`config.mk`:
```
export PLATFORM = sky130hd
export DESIGN_NAME = axi_write_master
export DESIGN_NICKNAME = d
export VERILOG_FILES = /design/src/hw/nvme_bridge_pkg.sv /design/src/hw/axi_write_master.sv /design/src/hw/sync_fifo.sv
export SDC_FILE = /design/constraint.sdc
export NUM_CORES = 2
export LEC_CHECK = 0
export ABC_AREA = 1
export ABC_CLOCK_PERIOD_IN_PS = 7400
export BUFFER_PORTS_ARGS = -buffer_cell sky130_fd_sc_hd__buf_2
export CORE_MARGIN = 2
export CORE_UTILIZATION = 40
export DETAILED_ROUTE_END_ITERATION = 10
export GPL_TIMING_DRIVEN = 1
export PLACE_DENSITY = 0.6
export SYNTH_ARGS = -nofsm -noshare
export SYNTH_HDL_FRONTEND = slang
export SYNTH_SLANG_ARGS = --single-unit
export TNS_END_PERCENT = 5
```
`constraint.sdc`:
```
create_clock -name clk -period 7.4 [get_ports clk]
set_clock_uncertainty 0.15 [all_clocks]
set_input_delay 0.74 -clock clk [delete_from_list [all_inputs] [get_ports clk]]
set_output_delay 0.74 -clock clk [all_outputs]
set_load 0.005 [all_outputs]
```
`src/hw/nvme_bridge_pkg.sv`:
```
package nvme_bridge_pkg;

  localparam int HOST_AW     = 12;
  localparam int HOST_DW     = 32;
  localparam int AXI_AW      = 64;
  localparam int AXI_DW      = 128;
  localparam int AXI_SW      = 16;
  localparam int AXI_IDW     = 4;
  localparam int STAGE_WORDS = 8;
  localparam int SQ_DEPTH    = 16;
  localparam int XFER_DEPTH  = 16;

  localparam logic [AXI_IDW-1:0] WR_ID      = 4'd1;
  localparam logic [1:0]         BURST_INCR = 2'b01;
  localparam logic [31:0]        NVME_NSID  = 32'd1;

  // byte addresses on the host port
  localparam logic [HOST_AW-1:0] REG_STAGE     = 12'h000; // 8 words up to 0x1c
  localparam logic [HOST_AW-1:0] REG_AW_PUSH   = 12'h020;
  localparam logic [HOST_AW-1:0] REG_W_PUSH    = 12'h030;
  localparam logic [HOST_AW-1:0] REG_B_STATUS  = 12'h050;
  localparam logic [HOST_AW-1:0] REG_B_POP     = 12'h054;
  localparam logic [HOST_AW-1:0] REG_LBA       = 12'h100;
  localparam logic [HOST_AW-1:0] REG_DPTR      = 12'h104;
  localparam logic [HOST_AW-1:0] REG_OPC       = 12'h108;
  localparam logic [HOST_AW-1:0] REG_SUBMIT    = 12'h110;
  localparam logic [HOST_AW-1:0] REG_CLEAR     = 12'h114;
  localparam logic [HOST_AW-1:0] REG_SQ_WIN    = 12'h200; // 16 words up to 0x23c
  localparam logic [HOST_AW-1:0] REG_SQ_POP    = 12'h240;
  localparam logic [HOST_AW-1:0] REG_SQ_STATUS = 12'h244;
  localparam logic [HOST_AW-1:0] REG_SQ_EMPTY  = 12'h248;

  typedef struct packed {
    logic               cyc;
    logic               stb;
    logic               we;
    logic [HOST_AW-1:0] adr;
    logic [3:0]         sel;
    logic [HOST_DW-1:0] dat;
  } wb_req_t;

  typedef struct packed {
    logic               ack;
    logic [HOST_DW-1:0] dat;
  } wb_rsp_t;

  typedef struct packed {
    logic [2:0]        size;
    logic [AXI_AW-1:0] addr;
  } aw_req_t;

  typedef struct packed {
    logic [AXI_SW-1:0] strb;
    logic [AXI_DW-1:0] data;
  } w_req_t;

  typedef struct packed {
    logic [AXI_IDW-1:0] id;
    logic [1:0]         resp;
  } b_rsp_t;

  // dword 0 sits in the low bits
  typedef logic [15:0][31:0] sq_entry_t;

  typedef struct packed {
    logic               lba_we;
    logic               dptr_we;
    logic               opc_we;
    logic               submit;
    logic               clear;
    logic               pop;
    logic [HOST_DW-1:0] wdata;
  } sq_ctrl_t;

  typedef struct packed {
    sq_entry_t   head;
    logic [15:0] cid;
    logic [15:0] tail;
    logic        empty;
    logic        full;
  } sq_stat_t;

endpackage

```
`src/hw/axi_write_master.sv`:
```
`timescale 1ns/10ps

module axi_write_master (
  input  logic                                clk,
  input  logic                                rstn,
  input  nvme_bridge_pkg::aw_req_t            aw_i,
  input  logic                                aw_valid,
  output logic                                aw_ready,
  input  nvme_bridge_pkg::w_req_t             w_i,
  input  logic                                w_valid,
  output logic                                w_ready,
  output nvme_bridge_pkg::b_rsp_t             b_o,
  output logic                                b_valid,
  input  logic                                b_pop,
  output logic [nvme_bridge_pkg::AXI_AW-1:0]  awaddr,
  output logic [2:0]                          awsize,
  output logic [nvme_bridge_pkg::AXI_IDW-1:0] awid,
  output logic [7:0]                          awlen,
  output logic [1:0]                          awburst,
  output logic                                awvalid,
  input  logic                                awready,
  output logic [nvme_bridge_pkg::AXI_DW-1:0]  wdata,
  output logic [nvme_bridge_pkg::AXI_SW-1:0]  wstrb,
  output logic                                wlast,
  output logic                                wvalid,
  input  logic                                wready,
  input  logic [nvme_bridge_pkg::AXI_IDW-1:0] bid,
  input  logic [1:0]                          bresp,
  input  logic                                bvalid,
  output logic                                bready
);

  import nvme_bridge_pkg::*;

  aw_req_t aw_q;
  w_req_t  w_q;
  b_rsp_t  b_in;

  sync_fifo #(.DEPTH(XFER_DEPTH), .payload_t(aw_req_t)) u_aw_fifo (
    .clk(clk), .rstn(rstn),
    .wvalid(aw_valid), .wdata(aw_i), .wready(aw_ready),
    .rvalid(awvalid), .rdata(aw_q), .rready(awready)
  );

  assign awaddr  = aw_q.addr;
  assign awsize  = aw_q.size;
  assign awid    = WR_ID;
  assign awlen   = 8'd0; // single beat
  assign awburst = BURST_INCR;

  sync_fifo #(.DEPTH(XFER_DEPTH), .payload_t(w_req_t)) u_w_fifo (
    .clk(clk), .rstn(rstn),
    .wvalid(w_valid), .wdata(w_i), .wready(w_ready),
    .rvalid(wvalid), .rdata(w_q), .rready(wready)
  );

  assign wdata = w_q.data;
  assign wstrb = w_q.strb;
  assign wlast = 1'b1;

  assign b_in.id   = bid;
  assign b_in.resp = bresp;

  // bready is just the b fifo having room
  sync_fifo #(.DEPTH(XFER_DEPTH), .payload_t(b_rsp_t)) u_b_fifo (
    .clk(clk), .rstn(rstn),
    .wvalid(bvalid), .wdata(b_in), .wready(bready),
    .rvalid(b_valid), .rdata(b_o), .rready(b_pop)
  );

endmodule

```
`src/hw/sync_fifo.sv`:
```
`timescale 1ns/10ps

module sync_fifo #(
  parameter int  DEPTH     = 16,
  parameter type payload_t = logic [7:0]
) (
  input  logic     clk,
  input  logic     rstn,
  input  logic     wvalid,
  input  payload_t wdata,
  output logic     wready,
  output logic     rvalid,
  output payload_t rdata,
  input  logic     rready
);

  localparam int PW = (DEPTH > 1) ? $clog2(DEPTH) : 1;
  localparam int CW = $clog2(DEPTH + 1);

  payload_t        mem [DEPTH];
  logic [PW-1:0]   wr_ptr;
  logic [PW-1:0]   rd_ptr;
  logic [CW-1:0]   count;
  logic            push;
  logic            pop;

  assign wready = (count != CW'(DEPTH));
  assign rvalid = (count != '0);
  assign rdata  = mem[rd_ptr]; // oldest entry falls through
  assign push   = wvalid && wready;
  assign pop    = rvalid && rready;

  always_ff @(posedge clk) begin
    if (push) mem[wr_ptr] <= wdata;
  end

  always_ff @(posedge clk or negedge rstn) begin
    if (!rstn) begin
      wr_ptr <= '0;
      rd_ptr <= '0;
      count  <= '0;
    end else begin
      if (push) wr_ptr <= (wr_ptr == PW'(DEPTH - 1)) ? '0 : wr_ptr + 1'b1;
      if (pop)  rd_ptr <= (rd_ptr == PW'(DEPTH - 1)) ? '0 : rd_ptr + 1'b1;
      case ({push, pop})
        2'b10:   count <= count + 1'b1;
        2'b01:   count <= count - 1'b1;
        default: count <= count;
      endcase
    end
  end

endmodule

```
# Yosys cells after proc, flatten, opt, wreduce, memory -nomap -nowiden
# Memories as Yosys holds them, arrays and structs flattened.
# Index checks and enable logic that the tools add are counted.
[classes]
n_addsub = 12
n_eq_ne = 15
muxes = 15
reduce_logical = 12
[ops]
columns = ["operator", "count"]
rows = [
  ["$pmux 5 s2", 3],
  ["$add 4x1->4 const B", 6],
  ["$eq 4x4->1 const B", 6],
  ["$mux 4", 6],
  ["$add 5x1->5 const B", 3],
  ["$ne 5x5->1 const B", 3],
  ["$reduce_bool 5->1", 3],
  ["$sub 5x1->5 const B", 3],
  ["$eq 2x1->1 const B", 3],
  ["$eq 2x2->1 const B", 3],
  ["$logic_and 1x1->1", 6],
  ["$mux 1", 6],
  ["$reduce_bool 2->1", 3],
]
[totals]
register_bits = 39
mem_bits_rw = 3472
memories = 3
[memory_table]
columns = ["memory", "words", "width", "read_ports", "rd_ports_with_merged_regs", "wr", "line_no", "text"]
rows = [
  ["u_w_fifo.mem", 16, 144, 1, 0, 1, "sync_fifo.sv:20", "payload_t mem [DEPTH];"],
  ["u_aw_fifo.mem", 16, 67, 1, 0, 1, "sync_fifo.sv:20", ""],
  ["u_b_fifo.mem", 16, 6, 1, 0, 1, "sync_fifo.sv:20", ""],
]

# Longest topological paths before layout
[depth]
ltp_word = 4
mapped_depth = 15
mapped_depth_nobuf = 15

# By module
# A second synthesis with hierarchy kept.
[hier_totals]
hier_cells = 15198
hier_area_um2 = 153780.0
[by_module_without_submodules]
columns = ["module", "instances", "cells_each", "area_each_um2", "seq_area_each_um2"]
rows = [
  ["sync_fifo at u_w_fifo", 1, 9949, 101093.2, 69511.7],
  ["sync_fifo at u_aw_fifo", 1, 4697, 47493.0, 32516.2],
  ["sync_fifo at u_b_fifo", 1, 535, 5073.6, 3208.1],
  ["axi_write_master", 1, 17, 120.1, 0.0],
]

# Least setup slack after synthesis
# OpenSTA, ideal clock, no wires.
[synth_timing]
path_type = "input -> register"
start = "input port w_valid"
end = "memory u_w_fifo.mem[0][0] (netlist bit), enable pin"
setup_time_ns = 0.649
t_arrival_ns = 7.128
path_slack_ns = -0.527
stages = 4
path_buffers = 0
cell_sequence = "nand2_1 inv_1 nand2_1 nor2_1"
[synth_via]
elab_chain_cells = 3
[synth_lines]
columns = ["item", "line_no", "text"]
rows = [
  ["start, declared", "axi_write_master.sv:10", "input logic w_valid,"],
  ["$logic_and 1x1->1", "sync_fifo.sv:30", "assign push = wvalid && wready;"],
  ["$mux 1", "sync_fifo.sv:34", "if (push) mem[wr_ptr] <= wdata;"],
  ["$mux 1 (not written as such)", "sync_fifo.sv:34", ""],
  ["end, declared", "sync_fifo.sv:20", ""],
]
# No other way between the ends.

# Final worst setup path
[layout_timing]
start = "register u_aw_fifo.rd_ptr[0]"
end = "output port awaddr[6] (netlist bit)"
[layout_via]
elab_chain_cells = 1
[layout_lines]
columns = ["item", "line_no", "text"]
rows = [
  ["start, declared", "sync_fifo.sv:22", "logic [PW-1:0] rd_ptr;"],
  ["start signal, assigned", "sync_fifo.sv:44", "if (pop) rd_ptr <= (rd_ptr == PW'(DEPTH - 1)) ? '0 : rd_ptr + 1'b1;"],
  ["$mem_v2 16x67", "--", ""],
  ["end, declared", "axi_write_master.sv:15", "output logic [nvme_bridge_pkg::AXI_AW-1:0] awaddr,"],
]
# No other way between the ends.

==> metrics.md <==
| Metric | Value |
|---|---|
| Hold Path Class | `in -> reg` |
| Pre-Repair DR Iteration Count | `6` |
| PostCTS Resize Cnt | `0` |
| Layout fillers | `33860` |
| GRT Util Overall | `20.77%` |
| Initial Util | `40.16%` |
| Rel. slew slack | `20.50%` |
| Vias in the first global route | `92980` |
| #FFs+latches synth | `3511` |
| Detailed Place HPWL | `193.6 mm` |
| Via count | `98230` |
| Gp weighted congestion | `0.7563` |
| Height of the die | `615.1 um` |
| Commonest cells after routing, fill and taps aside | `nand2_1 (4719), edfxtp_1 (3472), inv_1 (2425)` |
| RSZ-0062 raised after global routing | `false` |
| Worst Path Max Fanout | `159` |
| CTS tree | `built` |
| Leading cell type in the layout, fill and taps excluded | `nand2_1` |
| DRT iter0 DRCs | `8981` |
| Syn Area/Cell | `10.58 um2` |
| Setup violators final | `0` |
| Worst EP arrival | `4.50 ns` |
| CP endpoint kind | `primary output` |
| Cell variety after synth | `27` |
| Syn-to-layout area delta | `13.89%` |
| Final ANT Viol Nets | `0` |
| Hold Fails Final Rpt | `0` |
| Slowest cell on crit path | `dfrtp_4` |
| Sequence of cells on the critical path | `clkinv_8, buf_12, o21ai_0, nand3_1, nand2_1, nand2_1, buf_2` |
| Remaining Overflow, GRT | `0` |
| Post-synthesis cell area | `0.1494 mm2` |
| Max Cap Viol | `0` |
| DRC Markers | `0` |
| Register area share after synthesis | `70.45%` |
| Clk_lat worst skew | `0.94 ns` |
| Leakage dissipation | `70.76 nW` |
| IO Port Bufs | `447` |
| Clock buffer depth | `4` |
| Initial antenna violation count | `76` |
| VDD IR-drop max | `403.0 uV` |
| Root buf cell | `clkbuf_16` |
| Io pins | `463` |
| Total CTS buffers | `383` |
| Pwr Density | `376.1 mW/mm2` |
| CTS clock-pin slew for the worst setup and hold paths | `0.06 ns` |
| Post-layout nets | `14830` |
| Buffers and inverters on the worst path | `3` |
| Fin crit period | `5.395 ns` |
| Final WL | `403.7 mm` |
| CP max stage delay | `1.01 ns` |
| Reg2reg start | `u_w_fifo.count[0]` |
| DR WL/cell | `20.31 um` |
| # clock sinks | `3511` |
| Crit path kind | `reg -> out` |
| Die area | `0.3783 mm2` |
| Required @ worst endpoint | `6.51 ns` |
| Final hold slack | `0.07987 ns` |
| Post-Synthesis Cells | `14120` |
| Worst Hold Path EP | `u_aw_fifo.mem[3][18]` |
| Die W | `615.1 um` |
| TNS Setup | `0 ns` |
| Max-slew violation count | `0` |
| Largest net degree at the start of global routing | `233` |
| CP top delay family | `buffers and inverters` |
| Startpoint Class | `flop` |
| FMAX | `185.4 MHz` |
| Total power | `63.99 mW` |
| H-tree depth | `5` |
| Most frequent CP cell | `nand2_1` |
| Status | `completed` |
| Fin crit share | `72.91%` |
| Syn. warnings | `0` |
| Fin util | `45.74%` |
| Rows | `224` |
| Core area | `0.3719 mm2` |
| Beginning of the worst hold path | `aw_i[18]` |
| Worst R2R Setup Slack | `3.41 ns` |
| Reg2reg path depth | `7` |
| Worst Hold Depth | `1` |
| Vias per cell | `4.943` |
| Post-DP Area | `0.1563 mm2` |
| Fraction of layout cells with a size suffix above 1 | `7.696%` |
| Post-route cell area | `0.1701 mm2` |
| RR Endpoint | `u_w_fifo.mem[6][122]` |
| Least-Margin Pin Slew | `1.193 ns` |
| First-pass GRT wire length | `598.1 mm` |
==> registers in the layout (all words and copies together) (netlist names) <==
name / cells
u_b_fifo.rd_ptr: 4
u_w_fifo.rd_ptr: 4
u_w_fifo.mem: 2304
u_aw_fifo.count: 5
u_aw_fifo.wr_ptr: 4
u_b_fifo.mem: 96
u_b_fifo.wr_ptr: 4
u_w_fifo.count: 5
u_b_fifo.count: 5
u_aw_fifo.mem: 1072
u_w_fifo.wr_ptr: 4
u_aw_fifo.rd_ptr: 4
==> layer usage <==
layer	vias to the layer above	wire length, um	GRT usage (%)	share of wire, %
li1	46540	-	-	-
met1	48030	175700	28.24	44
met2	2984	192500	34.81	48
met3	635	24940	2.960	6.2
met4	42	10350	5.603	2.6
met5	-	262	0	0.065
==> area by class of cell <==
cell class	instances	area [um2]	area share, %
Antenna cell	26	65.06	0.03825
Tap cell	4972	6221	3.657
Inverter	2437	9226	5.424
Clock inverter	202	1943	1.142
Clock buffer	483	10070	5.921
Multi-Input combinational cell	7482	31850	18.72
Sequential cell	3511	105300	61.87
Timing Repair Buffer	762	5480	3.221
==> stage by stage <==
| step | instances | setup slack (ns) |
|---|---|---|
| 3_3_place_gp | 18990 | 2.987 |
| 2_1_floorplan | 14130 | -0.5269 |
| 3_5_place_dp | 18990 | 3.007 |
| 4_1_cts | 19850 | 1.961 |
| 5_1_grt | 19860 | 1.709 |
| 6_report | 19880 | 2.005 |
==> how the worst max path moves through the flow <==
stage | start | end | slack [ns] | cells past startpoint
finish | u_aw_fifo.rd_ptr[0] | awaddr[6] | 2.01 | 7
global route | u_aw_fifo.rd_ptr[0] | awaddr[3] | 1.71 | 9
CTS | u_w_fifo.rd_ptr[1] | wdata[30] | 1.96 | 9
detailed placement | u_w_fifo.rd_ptr[1] | wdata[30] | 3.01 | 9
global placement | u_w_fifo.rd_ptr[1] | wdata[30] | 2.99 | 9
floorplan | w_valid | u_w_fifo.mem[0][0] | -0.53 | 4
==> Yosys cell counts <==
master	instances	area share, %
clkinv_1	1	0.0025
nand2b_1	2	0.0084
nand3_1	1798	6.0
o21ai_0	162	0.54
inv_4	2	0.0084
clkbuf_1	195	0.49
a21oi_1	137	0.46
edfxtp_1	3472	70
o211ai_1	134	0.67
or2_2	3	0.013
xnor2_1	9	0.053
nor2_4	2	0.015
inv_2	8	0.020
fa_1	3	0.040
buf_1	87	0.22
nand4_1	7	0.029
inv_1	2426	6.1
buf_6	2	0.015
nor2_1	459	1.2
dfrtp_1	39	0.65
xor2_1	5	0.029
clkbuf_2	1	0.0033
nand2_1	4719	12
buf_2	315	1.1
conb_1	2	0.0050
ha_1	27	0.23
buf_4	101	0.51
==> timing repair <==
item                                    4_1_cts  5_1_grt
setup buffers                                 0        0
endpoints found under the setup margin        0        0
endpoints found under the hold margin      2494        0
hold buffers                                176        0
==> report_power, final <==
part           switching, mW  internal (mW)  leakage [nW]
registers              0.608           23.7          31.8
logic                   15.4           5.85          33.1
clock network           7.89           10.6          5.84
total                   23.9           40.1          70.8
==> kinds of logic (layout without fill, tap and decap cells) <==
kind of cell | after synthesis | count (layout) | synth area share, %
buffers and inverters | 3138 | 3884 | 8.417
xor gates and xnor gates | 14 | 14 | 0.08209
DFF | 3511 | 3511 | 70.45
other | 2 | 41 | 0.005028
adders and majority gates | 30 | 30 | 0.2664
AOI/OAI and AO/OA | 433 | 433 | 1.675
and+or+nand+nor | 6990 | 6990 | 19.10
Note: power is estimated with default switching activity, not from simulation.
