===== config.mk =====
export PLATFORM = sky130hd
export DESIGN_NAME = host_regs
export DESIGN_NICKNAME = d
export VERILOG_FILES = /design/src/hw/nvme_bridge_pkg.sv /design/src/hw/host_regs.sv
export SDC_FILE = /design/constraint.sdc
export NUM_CORES = 1
export LEC_CHECK = 0
export BUFFER_PORTS_ARGS = -buffer_cell sky130_fd_sc_hd__buf_2
export CAP_MARGIN = 20
export CORE_AREA = 4 4 345 347
export DETAILED_ROUTE_END_ITERATION = 8
export DIE_AREA = 0 0 349 351
export GPL_TIMING_DRIVEN = 0
export HOLD_SLACK_MARGIN = 0.15
export PLACE_DENSITY = 0.44
export SKIP_LAST_GASP = 1
export SLEW_MARGIN = 20
export SYNTH_ARGS = -nofsm -noshare
export SYNTH_HDL_FRONTEND = slang
export SYNTH_SLANG_ARGS = --single-unit

===== constraint.sdc =====
create_clock -name clk -period 2.5 [get_ports clk]
set_input_delay 0.375 -clock clk [delete_from_list [all_inputs] [get_ports clk]]
set_output_delay 0.375 -clock clk [all_outputs]
set_load 0.05 [all_outputs]

===== src/hw/nvme_bridge_pkg.sv =====
package nvme_bridge_pkg;

  localparam int HOST_AW     = 12;
  localparam int HOST_DW     = 32;
  localparam int AXI_AW      = 64;
  localparam int AXI_DW      = 128;
  localparam int AXI_SW      = 16;
  localparam int AXI_IDW     = 4;
  localparam int STAGE_WORDS = 8;
  localparam int SQ_DEPTH    = 16;
  localparam int XFER_DEPTH  = 16;

  localparam logic [AXI_IDW-1:0] WR_ID      = 4'd1;
  localparam logic [1:0]         BURST_INCR = 2'b01;
  localparam logic [31:0]        NVME_NSID  = 32'd1;

  // byte addresses on the host port
  localparam logic [HOST_AW-1:0] REG_STAGE     = 12'h000; // 8 words up to 0x1c
  localparam logic [HOST_AW-1:0] REG_AW_PUSH   = 12'h020;
  localparam logic [HOST_AW-1:0] REG_W_PUSH    = 12'h030;
  localparam logic [HOST_AW-1:0] REG_B_STATUS  = 12'h050;
  localparam logic [HOST_AW-1:0] REG_B_POP     = 12'h054;
  localparam logic [HOST_AW-1:0] REG_LBA       = 12'h100;
  localparam logic [HOST_AW-1:0] REG_DPTR      = 12'h104;
  localparam logic [HOST_AW-1:0] REG_OPC       = 12'h108;
  localparam logic [HOST_AW-1:0] REG_SUBMIT    = 12'h110;
  localparam logic [HOST_AW-1:0] REG_CLEAR     = 12'h114;
  localparam logic [HOST_AW-1:0] REG_SQ_WIN    = 12'h200; // 16 words up to 0x23c
  localparam logic [HOST_AW-1:0] REG_SQ_POP    = 12'h240;
  localparam logic [HOST_AW-1:0] REG_SQ_STATUS = 12'h244;
  localparam logic [HOST_AW-1:0] REG_SQ_EMPTY  = 12'h248;

  typedef struct packed {
    logic               cyc;
    logic               stb;
    logic               we;
    logic [HOST_AW-1:0] adr;
    logic [3:0]         sel;
    logic [HOST_DW-1:0] dat;
  } wb_req_t;

  typedef struct packed {
    logic               ack;
    logic [HOST_DW-1:0] dat;
  } wb_rsp_t;

  typedef struct packed {
    logic [2:0]        size;
    logic [AXI_AW-1:0] addr;
  } aw_req_t;

  typedef struct packed {
    logic [AXI_SW-1:0] strb;
    logic [AXI_DW-1:0] data;
  } w_req_t;

  typedef struct packed {
    logic [AXI_IDW-1:0] id;
    logic [1:0]         resp;
  } b_rsp_t;

  // dword 0 sits in the low bits
  typedef logic [15:0][31:0] sq_entry_t;

  typedef struct packed {
    logic               lba_we;
    logic               dptr_we;
    logic               opc_we;
    logic               submit;
    logic               clear;
    logic               pop;
    logic [HOST_DW-1:0] wdata;
  } sq_ctrl_t;

  typedef struct packed {
    sq_entry_t   head;
    logic [15:0] cid;
    logic [15:0] tail;
    logic        empty;
    logic        full;
  } sq_stat_t;

endpackage


===== src/hw/host_regs.sv =====
`timescale 1ns/10ps

module host_regs (
  input  logic                      clk,
  input  logic                      rstn,
  input  nvme_bridge_pkg::wb_req_t  wb_i,
  output nvme_bridge_pkg::wb_rsp_t  wb_o,
  output nvme_bridge_pkg::aw_req_t  aw_o,
  output logic                      aw_valid,
  input  logic                      aw_ready,
  output nvme_bridge_pkg::w_req_t   w_o,
  output logic                      w_valid,
  input  logic                      w_ready,
  input  nvme_bridge_pkg::b_rsp_t   b_i,
  input  logic                      b_valid,
  output logic                      b_pop,
  output nvme_bridge_pkg::sq_ctrl_t sq_ctrl,
  input  nvme_bridge_pkg::sq_stat_t sq_stat
);

  import nvme_bridge_pkg::*;

  logic [STAGE_WORDS-1:0][HOST_DW-1:0] stage;
  logic               ack_q;
  logic               wr_fire;
  logic               stage_hit;
  logic               win_hit;
  logic [HOST_DW-1:0] rd_data;

  // classic handshake, ack one cycle after cyc&stb, then low for a cycle
  always_ff @(posedge clk or negedge rstn) begin
    if (!rstn) begin
      ack_q <= 1'b0;
    end else begin
      ack_q <= wb_i.cyc && wb_i.stb && !ack_q;
    end
  end

  assign wr_fire   = ack_q && wb_i.cyc && wb_i.stb && wb_i.we && (wb_i.sel != '0);
  assign stage_hit = (wb_i.adr[HOST_AW-1:5] == REG_STAGE[HOST_AW-1:5]);
  assign win_hit   = (wb_i.adr[HOST_AW-1:6] == REG_SQ_WIN[HOST_AW-1:6]);

  // pushes are only offered when the fifo has room, otherwise dropped
  assign aw_valid = wr_fire && (wb_i.adr == REG_AW_PUSH) && aw_ready;
  assign w_valid  = wr_fire && (wb_i.adr == REG_W_PUSH) && w_ready;
  assign b_pop    = wr_fire && (wb_i.adr == REG_B_POP) && b_valid;

  assign aw_o.size = stage[2][2:0];
  assign aw_o.addr = stage[1:0];
  assign w_o.strb  = stage[4][AXI_SW-1:0];
  assign w_o.data  = stage[3:0];

  always_comb begin
    sq_ctrl         = '0;
    sq_ctrl.lba_we  = wr_fire && (wb_i.adr == REG_LBA);
    sq_ctrl.dptr_we = wr_fire && (wb_i.adr == REG_DPTR);
    sq_ctrl.opc_we  = wr_fire && (wb_i.adr == REG_OPC);
    sq_ctrl.submit  = wr_fire && (wb_i.adr == REG_SUBMIT);
    sq_ctrl.clear   = wr_fire && (wb_i.adr == REG_CLEAR);
    sq_ctrl.pop     = wr_fire && (wb_i.adr == REG_SQ_POP);
    sq_ctrl.wdata   = wb_i.dat;
  end

  always_ff @(posedge clk or negedge rstn) begin
    if (!rstn) begin
      stage <= '0;
    end else if (b_pop) begin
      // response lands in word 0, rest of the buffer cleared
      stage    <= '0;
      stage[0] <= HOST_DW'(b_i);
    end else if (wr_fire && stage_hit) begin
      stage[wb_i.adr[4:2]] <= wb_i.dat;
    end
  end

  always_comb begin
    rd_data = '0;
    if (stage_hit) begin
      rd_data = stage[wb_i.adr[4:2]];
    end else if (win_hit) begin
      rd_data = sq_stat.head[wb_i.adr[5:2]]; // head entry window
    end else begin
      case (wb_i.adr)
        REG_B_STATUS:  rd_data = HOST_DW'(b_valid);
        REG_SQ_STATUS: rd_data = {sq_stat.cid, sq_stat.tail};
        REG_SQ_EMPTY:  rd_data = {30'd0, sq_stat.full, sq_stat.empty}; // full in bit 1
        default:       rd_data = '0;
      endcase
    end
  end

  assign wb_o.ack = ack_q;
  assign wb_o.dat = rd_data; // sampled by the host with ack

endmodule


; Yosys cells after proc, flatten, opt, wreduce, memory -nomap -nowiden
; Index checks and enable logic that the tools add are counted.
[totals]
reg_bits = 257
word_cells = 61
[op_classes]
magnitude_cmp = 3
n_eq_ne = 13
mux = 12
reduce_logical = 24
[ops]
columns = cell, n
row1 = $mux W256, 2
row2 = $bwmux W256, 1
row3 = $mux W32, 5
row4 = $bmux W32 S4, 1
row5 = $bmux W32 S3, 1
row6 = $demux W32 S3, 1
row7 = $pmux W32 S3, 1
row8 = $eq A12 B9 Y1 const B, 5
row9 = $eq A12 B10 Y1 const B, 3
row10 = $eq A12 B6 Y1 const B, 2
row11 = $eq A12 B7 Y1 const B, 2
row12 = $logic_and A1 B1 Y1, 20
row13 = $logic_not A7 Y1, 1
row14 = $eq A6 B4 Y1 const B, 1
row15 = $lt A4 B5 Y1 const B, 1
row16 = $lt A3 B4 Y1 const B, 1
row17 = $reduce_bool A4 Y1, 1
row18 = $ge A3 B1 Y1 const B, 1
row19 = $reduce_bool A2 Y1, 1
row20 = $logic_not A1 Y1, 1

; Longest topological paths before layout
; Gate-level depths: netlist of run 1.
[logic_depth]
ltp_word = 7
mapped_depth = 9
mapped_depth_nobuf = 6

; Worst setup path after synthesis of run 1
; Ideal clock, no wire load.
[synth_timing]
kind = input to output
startpoint = input wb_i[50] (netlist bit)
endpoint = output sq_ctrl[35] (netlist bit)
arrival_ps = 3030
required_ps = 2125
slack_ps = -905
path_stages = 5
n_path_buf = 0
cell_sequence = nand4_1 or2_2 or3_1 or2_2 nor4_1
[synth_lines]
columns = item, line
row1 = from (decl), host_regs.sv:6  ; input nvme_bridge_pkg::wb_req_t wb_i,
row2 = to (decl), host_regs.sv:17  ; output nvme_bridge_pkg::sq_ctrl_t sq_ctrl,

==> results of run 1 <==
-- state kept, by name, indices dropped and copies added, names as in the netlist --
signal  count
aw_o       67
w_o        77
ack_q       1
stage     112
-- cells in the final DEF (no fill, tap or decap), types with 20 or more instances in the layout --
cell             n
clkbuf_8        20
mux4_2         158
buf_4          309
buf_8           53
buf_6           61
o22ai_1         26
buf_12          30
o21ai_2         22
nand3_1         30
a22oi_1         23
a21oi_2        100
clkbuf_16       33
nand2_1        468
clkbuf_1        28
dfrtp_1        257
buf_2          824
nand2_2         48
dlygate4sd3_1   40
mux2i_1         83
a21oi_1        159
-- cells in the mapped netlist, types with 9 or more instances --
cell,count
buf_6,16
a21oi_2,90
nand2_1,470
nand3_1,32
o21ai_0,24
a211oi_1,27
a21o_1,25
buf_1,9
buf_4,261
a21oi_1,184
nor2_1,10
mux2i_1,100
buf_2,50
o22ai_1,36
a22oi_1,25
dfrtp_1,257
nand2_2,46
buf_8,30
clkbuf_1,70
mux4_2,158
-- final timing paths --
| path | slack, ns | start | to |
|---|---|---|---|
| max | -0.52 | wb_i[47] | wb_o[29] |
| min | 0.20 | wb_i[0] | w_o[96]$_DFFE_PN0P_ |
| max reg2reg | 0.05 | ack_q$_DFF_PN0_ | w_o[86]$_DFFE_PN0P_ |
| min reg2reg | 0.52 | stage[234]$_DFFE_PN0P_ | stage[234]$_DFFE_PN0P_ |
| max in group asynchronous | 1.04 | rstn | w_o[118]$_DFFE_PN0P_ |
| min in group asynchronous | 0.25 | rstn | aw_o[7]$_DFFE_PN0P_ |
-- routing by layer --
| layer | track usage | vias to the layer above |
|---|---|---|
| met4 | 0.0696 | 12 |
| li1 | - | 8832 |
| met1 | 0.263 | 10200 |
| met2 | 0.389 | 917 |
| met3 | 0.0574 | 189 |
| met5 | 0 | - |
-- worst max-delay path, delay by kind of cell --
family                 cells  cell delay (ns)
AND/OR/NAND/NOR            2             0.96
AO/OA/AOI/OAI              3             0.57
buffers and inverters      5             0.71
-- cell families (layout without fill, tap and decap cells) --
family	Yosys count	count (layout)	synth area share
AOI/OAI and AO/OA	430	430	0.142
buffers and inverters	443	1448	0.166
DFF	257	257	0.327
muxes	258	258	0.232
other	0	15	0
and+or+nand+nor	614	614	0.135
-- area by class of cell --
type / count / area (sq um)
antenna: 15 / 37.5
timing repair buffer: 959 / 5800
buffer: 437 / 3860
multi-input combinational: 1302 / 11200
fill: 12600 / 85600
clock inverter: 9 / 173
tap: 1524 / 1910
sequential: 257 / 6430
inverter: 1 / 6.26
clock buffer: 42 / 855
-- what timing repair did --
item / 4_1_cts / 5_1_grt
pin swaps: 48 / 46
hold buffers: 40 / 0
resized for setup: 420 / 108
endpoints found under the setup margin: 297 / 212
gates cloned: 3 / 1
endpoints found under the hold margin: 339 / 0
buffers inserted: 44 / 10
-- power groups by stage --
stage	clock network, mW	logic, mW	registers [mW]
after global placement	0	2.09	4.25
after CTS	4.85	2.41	4.17
after global routing	4.99	2.53	4.17
final	4.74	2.41	4.17
after detailed placement	0	2.13	4.25
after floorplan	0	0.970	4.24
==> flow_summary.ini, run 1 <==
[timing]
finalSetupViolCount = 41
fmax_mhz = 332
finClkSkew_ns = 0.00808
slew_viol_final = 0
layout_setup_ws_ns = -0.516
hold_violations = 0
fin_setup_tns_ns = -15.21
hold_ws_ns = 0.198
rsz0062_at_grt = true
slew_headroom = 0.423
worst_pin_slew_ns = 0.865
period_needed_ns = 3.02
period_share = 1.21

[critical_path]
critPathLaunchType = input port
crit_path_top_delay_cell = or4b_4
cp_max_fo = 8
path_cells = buf_8 > or4b_4 > or3_4 > buf_12 > buf_4 > buf_16 > a211oi_2 > a21o_1 > o21ai_2 > buf_6
cp.arrival_ns = 2.64
cp.required_ns = 2.12
critPathCaptureType = output pin
crit_type = in -> out
r2r_cells = 11
slowest_delay_ns = 0.59

[global_routing]
grt_max_degree = 88
overflow = 0
grt_pass1_vias = 20400
grt_pass1_wl_um = 185000
antenna_found_initial = 54
grt_usage = 0.221

[placement]
place_area_sq_mm = 0.0263
place.gp.congestion = 0.908
port_buffers = 859
dp_hpwl_um = 116000
dpl.cell_count = 4391
place_ws_ns = -2.20

[synthesis]
yosysWarnings = 0
synthFlopType = dfrtp_1
synthCells = 2002
ys_types = 49
async_flop_share = 1.00
syn-num-nets = 2610
ys_seq_area_frac = 0.327
synth_edf_count = 0
syn_area_sq_mm = 0.0197
ys_seq_elements = 257
yosys.area.top_type = dfrtp_1
synth.top_cell.area_share = 0.327
yosys-top-cells-area = dfrtp_1 33%, mux4_2 18%, buf_4 10%
synth.avg_cell_area_sq_um = 9.84

[cts]
cts_buffer_depth = 3
numCtsBuffers = 29
cts.sinks = 257
path_clk_slew_ns = 0.06
cts_tree = yes
clk_latency_ns = 0.56
clockRootBuffer = clkbuf_16
h-tree-depth = 1

[job]
cap_viol_max_count = 0

[cells_and_area]
final_util = 0.261
fin_nets = 3595
drive_gt1_frac = 0.613
postLayoutCellArea_sq_mm = 0.0302
stdcell_count = 4546
area_growth_pct = 53.6

[die]
fp.dieH_um = 351
design.portCount = 893
initial_core_util = 0.170
std_cell_rows = 125
core_area_sq_mm = 0.116
die_x_um = 349
die_area_sq_mm = 0.122

[power]
net-switching-power_mw = 3.21
switching_share = 0.284
ir_drop_uv = 469
p_total_mw = 11.3
pwr-share-clk = 0.419
intPower_mw = 8.11
p_seq_frac = 0.368
combPwrFrac = 0.213
p_per_area_mw_per_mm2 = 374
p_leak_nw = 14.0

[drt]
wl_um = 142000
remaining_drc_errors = 0
wl_met3_um = 10600
ant_nets = 0
dr_wl_met2_um = 71000
first_pass_iters = 5
vias = 20200
top_layer_used = met5
dr.first_iter.drc_count = 1368
route.detailed.wl_per_inst_um = 31.3
m1WireLength_um = 55600
viasPerCell = 4.44

[run_status]
status = complete, but fails checks
violations = negative setup slack

[worst_hold_path]
whs_path_depth = 3
worst_hold_path_type = in -> reg
Note: power is estimated with default switching activity, not from simulation.
==> run 2, diff against run 1 <==
--- a/config.mk
+++ b/config.mk
@@ -10,9 +10,7 @@
 export CORE_AREA = 4 4 345 347
 export DETAILED_ROUTE_END_ITERATION = 8
 export DIE_AREA = 0 0 349 351
-export GPL_TIMING_DRIVEN = 0
 export HOLD_SLACK_MARGIN = 0.15
-export PLACE_DENSITY = 0.44
 export SKIP_LAST_GASP = 1
 export SLEW_MARGIN = 20
 export SYNTH_ARGS = -nofsm -noshare
==> run 2 against run 1 <==
Net effect:
- the flow still finishes with violations (negative setup slack)
- register-to-register slack improved by 0.04 ns
- flip-flop and latch count unchanged
- cell area decreased by 4.7%
- core utilization decreased by 1.2 points
- critical endpoint is now wb_o[13]
==> flow_summary.ini, run 2 (synthesized netlist as in run 1, its figures left out) <==
[run_status]
status = complete, but fails checks
violations = negative setup slack

[timing]
hold_violations = 0
rsz0062_at_grt = true
fmax_mhz = 346
worst_pin_slew_ns = 0.613
slew_viol_final = 0
period_needed_ns = 2.89
finalSetupViolCount = 41
period_share = 1.16
finClkSkew_ns = 0.00808
hold_ws_ns = 0.187
layout_setup_ws_ns = -0.394
slew_headroom = 0.591

[global_routing]
overflow = 0
grt_pass1_wl_um = 167000
grt_pass1_vias = 19600
grt_max_degree = 84
antenna_found_initial = 85
grt_usage = 0.197

[die]
die_x_um = 349
std_cell_rows = 125
die_area_sq_mm = 0.122
fp.dieH_um = 351
core_area_sq_mm = 0.116
initial_core_util = 0.170
design.portCount = 893

[power]
ir_drop_uv = 483
p_per_area_mw_per_mm2 = 376
p_total_mw = 10.8
p_leak_nw = 13.2

[drt]
viasPerCell = 4.57
ant_nets = 0
first_pass_iters = 5
route.detailed.wl_per_inst_um = 29.4
remaining_drc_errors = 0
dr.first_iter.drc_count = 1763
vias = 20100
wl_um = 129000

[critical_path]
cp.arrival_ns = 2.52
critPathLaunchType = input port
crit_path_top_delay_cell = o22ai_4
slowest_delay_ns = 0.36
cp.required_ns = 2.12
crit_type = in -> out
cp_max_fo = 13
cpMostUsedCell = buf_4
critPathCaptureType = output pin
path_cells = buf_2 > buf_4 > buf_4 > nand3_1 > buf_12 > o22ai_1 > a211o_1 > a21oi_2 > buf_4 > o22ai_4 > buf_12

[cells_and_area]
final_util = 0.249
final_cell_mix = 845 x buf_2, 463 x nand2_1, 257 x dfrtp_1, 217 x buf_4, 160 x a21oi_1
layout_commonest_cell = buf_2
largest-register = stage
drive_gt1_frac = 0.588
fin_nets = 3434
largest_reg_flops = 112
area_growth_pct = 46.4

[placement]
port_buffers = 892
place_ws_ns = -0.597
dp_hpwl_um = 105000
place.gp.congestion = 0.923

[cts]
clk_latency_ns = 0.57
numCtsBuffers = 28
path_clk_slew_ns = 0.07
cts.sinks = 257
cts_buffer_depth = 3
cts_tree = yes
h-tree-depth = 1
clockRootBuffer = clkbuf_16

[job]
cap_viol_max_count = 0

[worst_hold_path]
worst_hold_path_type = in -> reg
## run 2: what timing repair did
item	CTS	global route
pin swaps	28	26
hold endpoints to repair	492	0
buffers inserted	26	13
cloned	3	4
hold buffers	40	0
setup endpoints to repair	41	73
resized for setup	140	47
## run 2: critical path: cells and delay by family
family	cells	cell delay (ns)
buffers and inverters	6	1.04
and+or+nand+nor	1	0.16
AOI/OAI and AO/OA	4	0.90
## run 2: final timing paths
kind | depth (start not counted) | from | slack (ns) | end
max | 11 | wb_i[41] | -0.39 | wb_o[13]
min | 3 | wb_i[9] | 0.19 | w_o[137]$_DFFE_PN0P_
max reg2reg | 11 | ack_q$_DFF_PN0_ | 0.09 | stage[159]$_DFFE_PN0P_
min reg2reg | 2 | stage[234]$_DFFE_PN0P_ | 0.52 | stage[234]$_DFFE_PN0P_
max in group asynchronous | 3 | rstn | 1.44 | stage[207]$_DFFE_PN0P_
min in group asynchronous | 2 | rstn | 0.26 | w_o[101]$_DFFE_PN0P_
## run 2: final cells by class
cell class	count	area, sq um
diodes	26	65.1
clock buffers	40	817
clock inverters	11	135
fillers	12500	87100
inverters	1	11.3
multi-input cells	1302	10800
flip-flops and latches	257	6430
well taps	1524	1910
repair buffers	1236	8640
## run 2: power by group
group	internal (mW)	switching, mW
clock network	2.50	1.88
registers	4.16	0.00397
logic	1.06	1.23
total	7.73	3.12
## run 2: per-stage QoR
stage | cell area [sq um] | TNS (ns) | cells
3_3_place_gp | 26100 | -33.23 | 4238
4_1_cts | 28300 | -11.71 | 4356
2_1_floorplan | 19900 | -1.36 | 2002
5_1_grt | 28800 | -12.63 | 4385
3_5_place_dp | 26100 | -36.58 | 4238
6_report | 28800 | -10.80 | 4397
## run 2: metal layers
metal | track usage | share of wire
met1 | 0.251 | 0.39
met2 | 0.314 | 0.46
met3 | 0.0717 | 0.12
met4 | 0.0558 | 0.029
met5 | 0 | 0.0018
==> run 3, diff against run 2 <==
--- a/config.mk
+++ b/config.mk
@@ -11,6 +11,7 @@
 export DETAILED_ROUTE_END_ITERATION = 8
 export DIE_AREA = 0 0 349 351
 export HOLD_SLACK_MARGIN = 0.15
+export RECOVER_POWER = 100
 export SKIP_LAST_GASP = 1
 export SLEW_MARGIN = 20
 export SYNTH_ARGS = -nofsm -noshare
==> run 3 against run 2 <==
Net effect:
- highest routed layer unchanged
- worst setup slack got worse by 0.0013 ns
- combinational power about the same
- sequential power about the same
- register-to-register slack got worse by 0.05 ns
- wire length about the same
- global-route usage unchanged
- the run still ends with negative setup slack left
==> flow_summary.ini, run 3 (synthesized netlist as in run 1, its figures left out) <==
[timing]
slew_viol_final = 0
worst_pin_slew_ns = 1.11
rsz0062_at_grt = true
fin_setup_tns_ns = -10.76
slew_headroom = 0.261
fmax_mhz = 345
period_share = 1.16
finClkSkew_ns = 0.00980
hold_violations = 0
layout_setup_ws_ns = -0.395
period_needed_ns = 2.89
finalSetupViolCount = 41
hold_ws_ns = 0.185

[job]
cap_viol_max_count = 0

[drt]
first_pass_iters = 5
wl_um = 129000
ant_nets = 0
remaining_drc_errors = 0
vias = 20200
route.detailed.wl_per_inst_um = 29.4
viasPerCell = 4.59
dr.first_iter.drc_count = 1874

[run_status]
violations = negative setup slack
status = complete, but fails checks

[placement]
port_buffers = 892
place_area_sq_mm = 0.0261
place_ws_ns = -0.597
place.gp.congestion = 0.923
dpl.cell_count = 4238
dp_hpwl_um = 105000

[cells_and_area]
n_fill_cell = 12600
largest-register = stage
layout_commonest_cell = buf_2
fin_nets = 3434
drive_gt1_frac = 0.505
postLayoutCellArea_sq_mm = 0.0285
largest_reg_flops = 112
stdcell_count = 4395
final_util = 0.246
area_growth_pct = 44.6
final_cell_mix = 601 x buf_2, 463 x nand2_1, 257 x dfrtp_1, 244 x clkbuf_1, 212 x buf_4

[global_routing]
antenna_found_initial = 85
grt_usage = 0.197
gr-usage-met3 = 0.0717
grt_max_degree = 84
grt_pass1_wl_um = 167000
grt_pass1_vias = 19600
grt_busiest_layer = met2
grtUsageMet2 = 0.314
met1_usage = 0.251
overflow = 0

[cts]
cts_buffer_depth = 3
cts.sinks = 257
numCtsBuffers = 28
h-tree-depth = 1
clockRootBuffer = clkbuf_16
path_clk_slew_ns = 0.06
clk_latency_ns = 0.57
cts_tree = yes

[critical_path]
cp_max_fo = 13
cp.arrival_ns = 2.52
critPathCaptureType = output pin
cp.required_ns = 2.12
critPathLaunchType = input port
r2r_cells = 9
r2r_slack_ns = 0.04
r2r-start = ack_q$_DFF_PN0_
reg2reg_to = aw_o[3]$_DFFE_PN0P_
crit_type = in -> out

[die]
design.portCount = 893
core_area_sq_mm = 0.116
fp.dieH_um = 351
die_area_sq_mm = 0.122
initial_core_util = 0.170
std_cell_rows = 125
die_x_um = 349

[power]
p_per_area_mw_per_mm2 = 380
p_total_mw = 10.8
p_leak_nw = 12.1
ir_drop_uv = 482

[worst_hold_path]
worst_hold_path_type = in -> reg
min_from = wb_i[9]
hold_end = w_o[137]$_DFFE_PN0P_
whs_path_depth = 3
[run 3: cell types whose count changed in the layout (fill, tap and decap cells not counted), sizes merged]
cell	delta
diode	-2
clkbuf	+251
buf	-251
[run 3: final cells by class]
cell class	count	area (sq um)	share of cell area
multi-input combinational	1302	10800	0.380
timing repair buffer	1236	8300	0.292
sequential	257	6430	0.226
tap	1524	1910	0.0670
clock buffer	40	817	0.0287
clock inverter	11	135	0.00475
antenna	24	60.1	0.00211
inverter	1	11.3	0.000395
[run 3: per-layer routing]
metal	routed length (um)	vias up
met5	230	-
met4	4120	38
met3	14200	216
met2	59100	1126
met1	51400	10300
li1	-	8518
[run 3: worst max path at each step]
| stage | startpoint | end | depth (start not counted) |
|---|---|---|---|
| final | wb_i[41] | wb_o[13] | 11 |
| after global routing | ack_q$_DFF_PN0_ | w_valid | 8 |
| after CTS | ack_q$_DFF_PN0_ | w_valid | 8 |
| after detailed placement | wb_i[44] | wb_o[13] | 9 |
| after global placement | wb_i[44] | wb_o[13] | 9 |
| after floorplan | wb_i[50] | sq_ctrl[35] | 5 |
[run 3: timing repair]
| action | in CTS | in global routing |
|---|---|---|
| pin swaps | 28 | 26 |
| gates resized for setup | 140 | 47 |
| hold endpoints to repair | 492 | 0 |
| setup endpoints to repair | 41 | 73 |
| buffers inserted | 26 | 13 |
| hold buffers | 40 | 0 |
| cloned | 3 | 4 |
[run 3: worst max-delay path: stages]
cell and delay [ns]:
buf_2 0.12, buf_4 0.14, buf_4 0.24, nand3_1 0.16, buf_12 0.19, o22ai_1 0.32, a211o_1 0.18, a21oi_2 0.05
buf_4 0.15, o22ai_4 0.37, buf_12 0.20
[run 3: power breakdown]
| part | switching, mW | total, mW | internal (mW) | leakage (nW) |
|---|---|---|---|---|
| Sequential | 0.00410 | 4.17 | 4.16 | 3.59 |
| Clock | 1.87 | 4.37 | 2.50 | 0.454 |
| Combinational | 1.23 | 2.28 | 1.05 | 8.09 |
| Total | 3.11 | 10.8 | 7.71 | 12.1 |
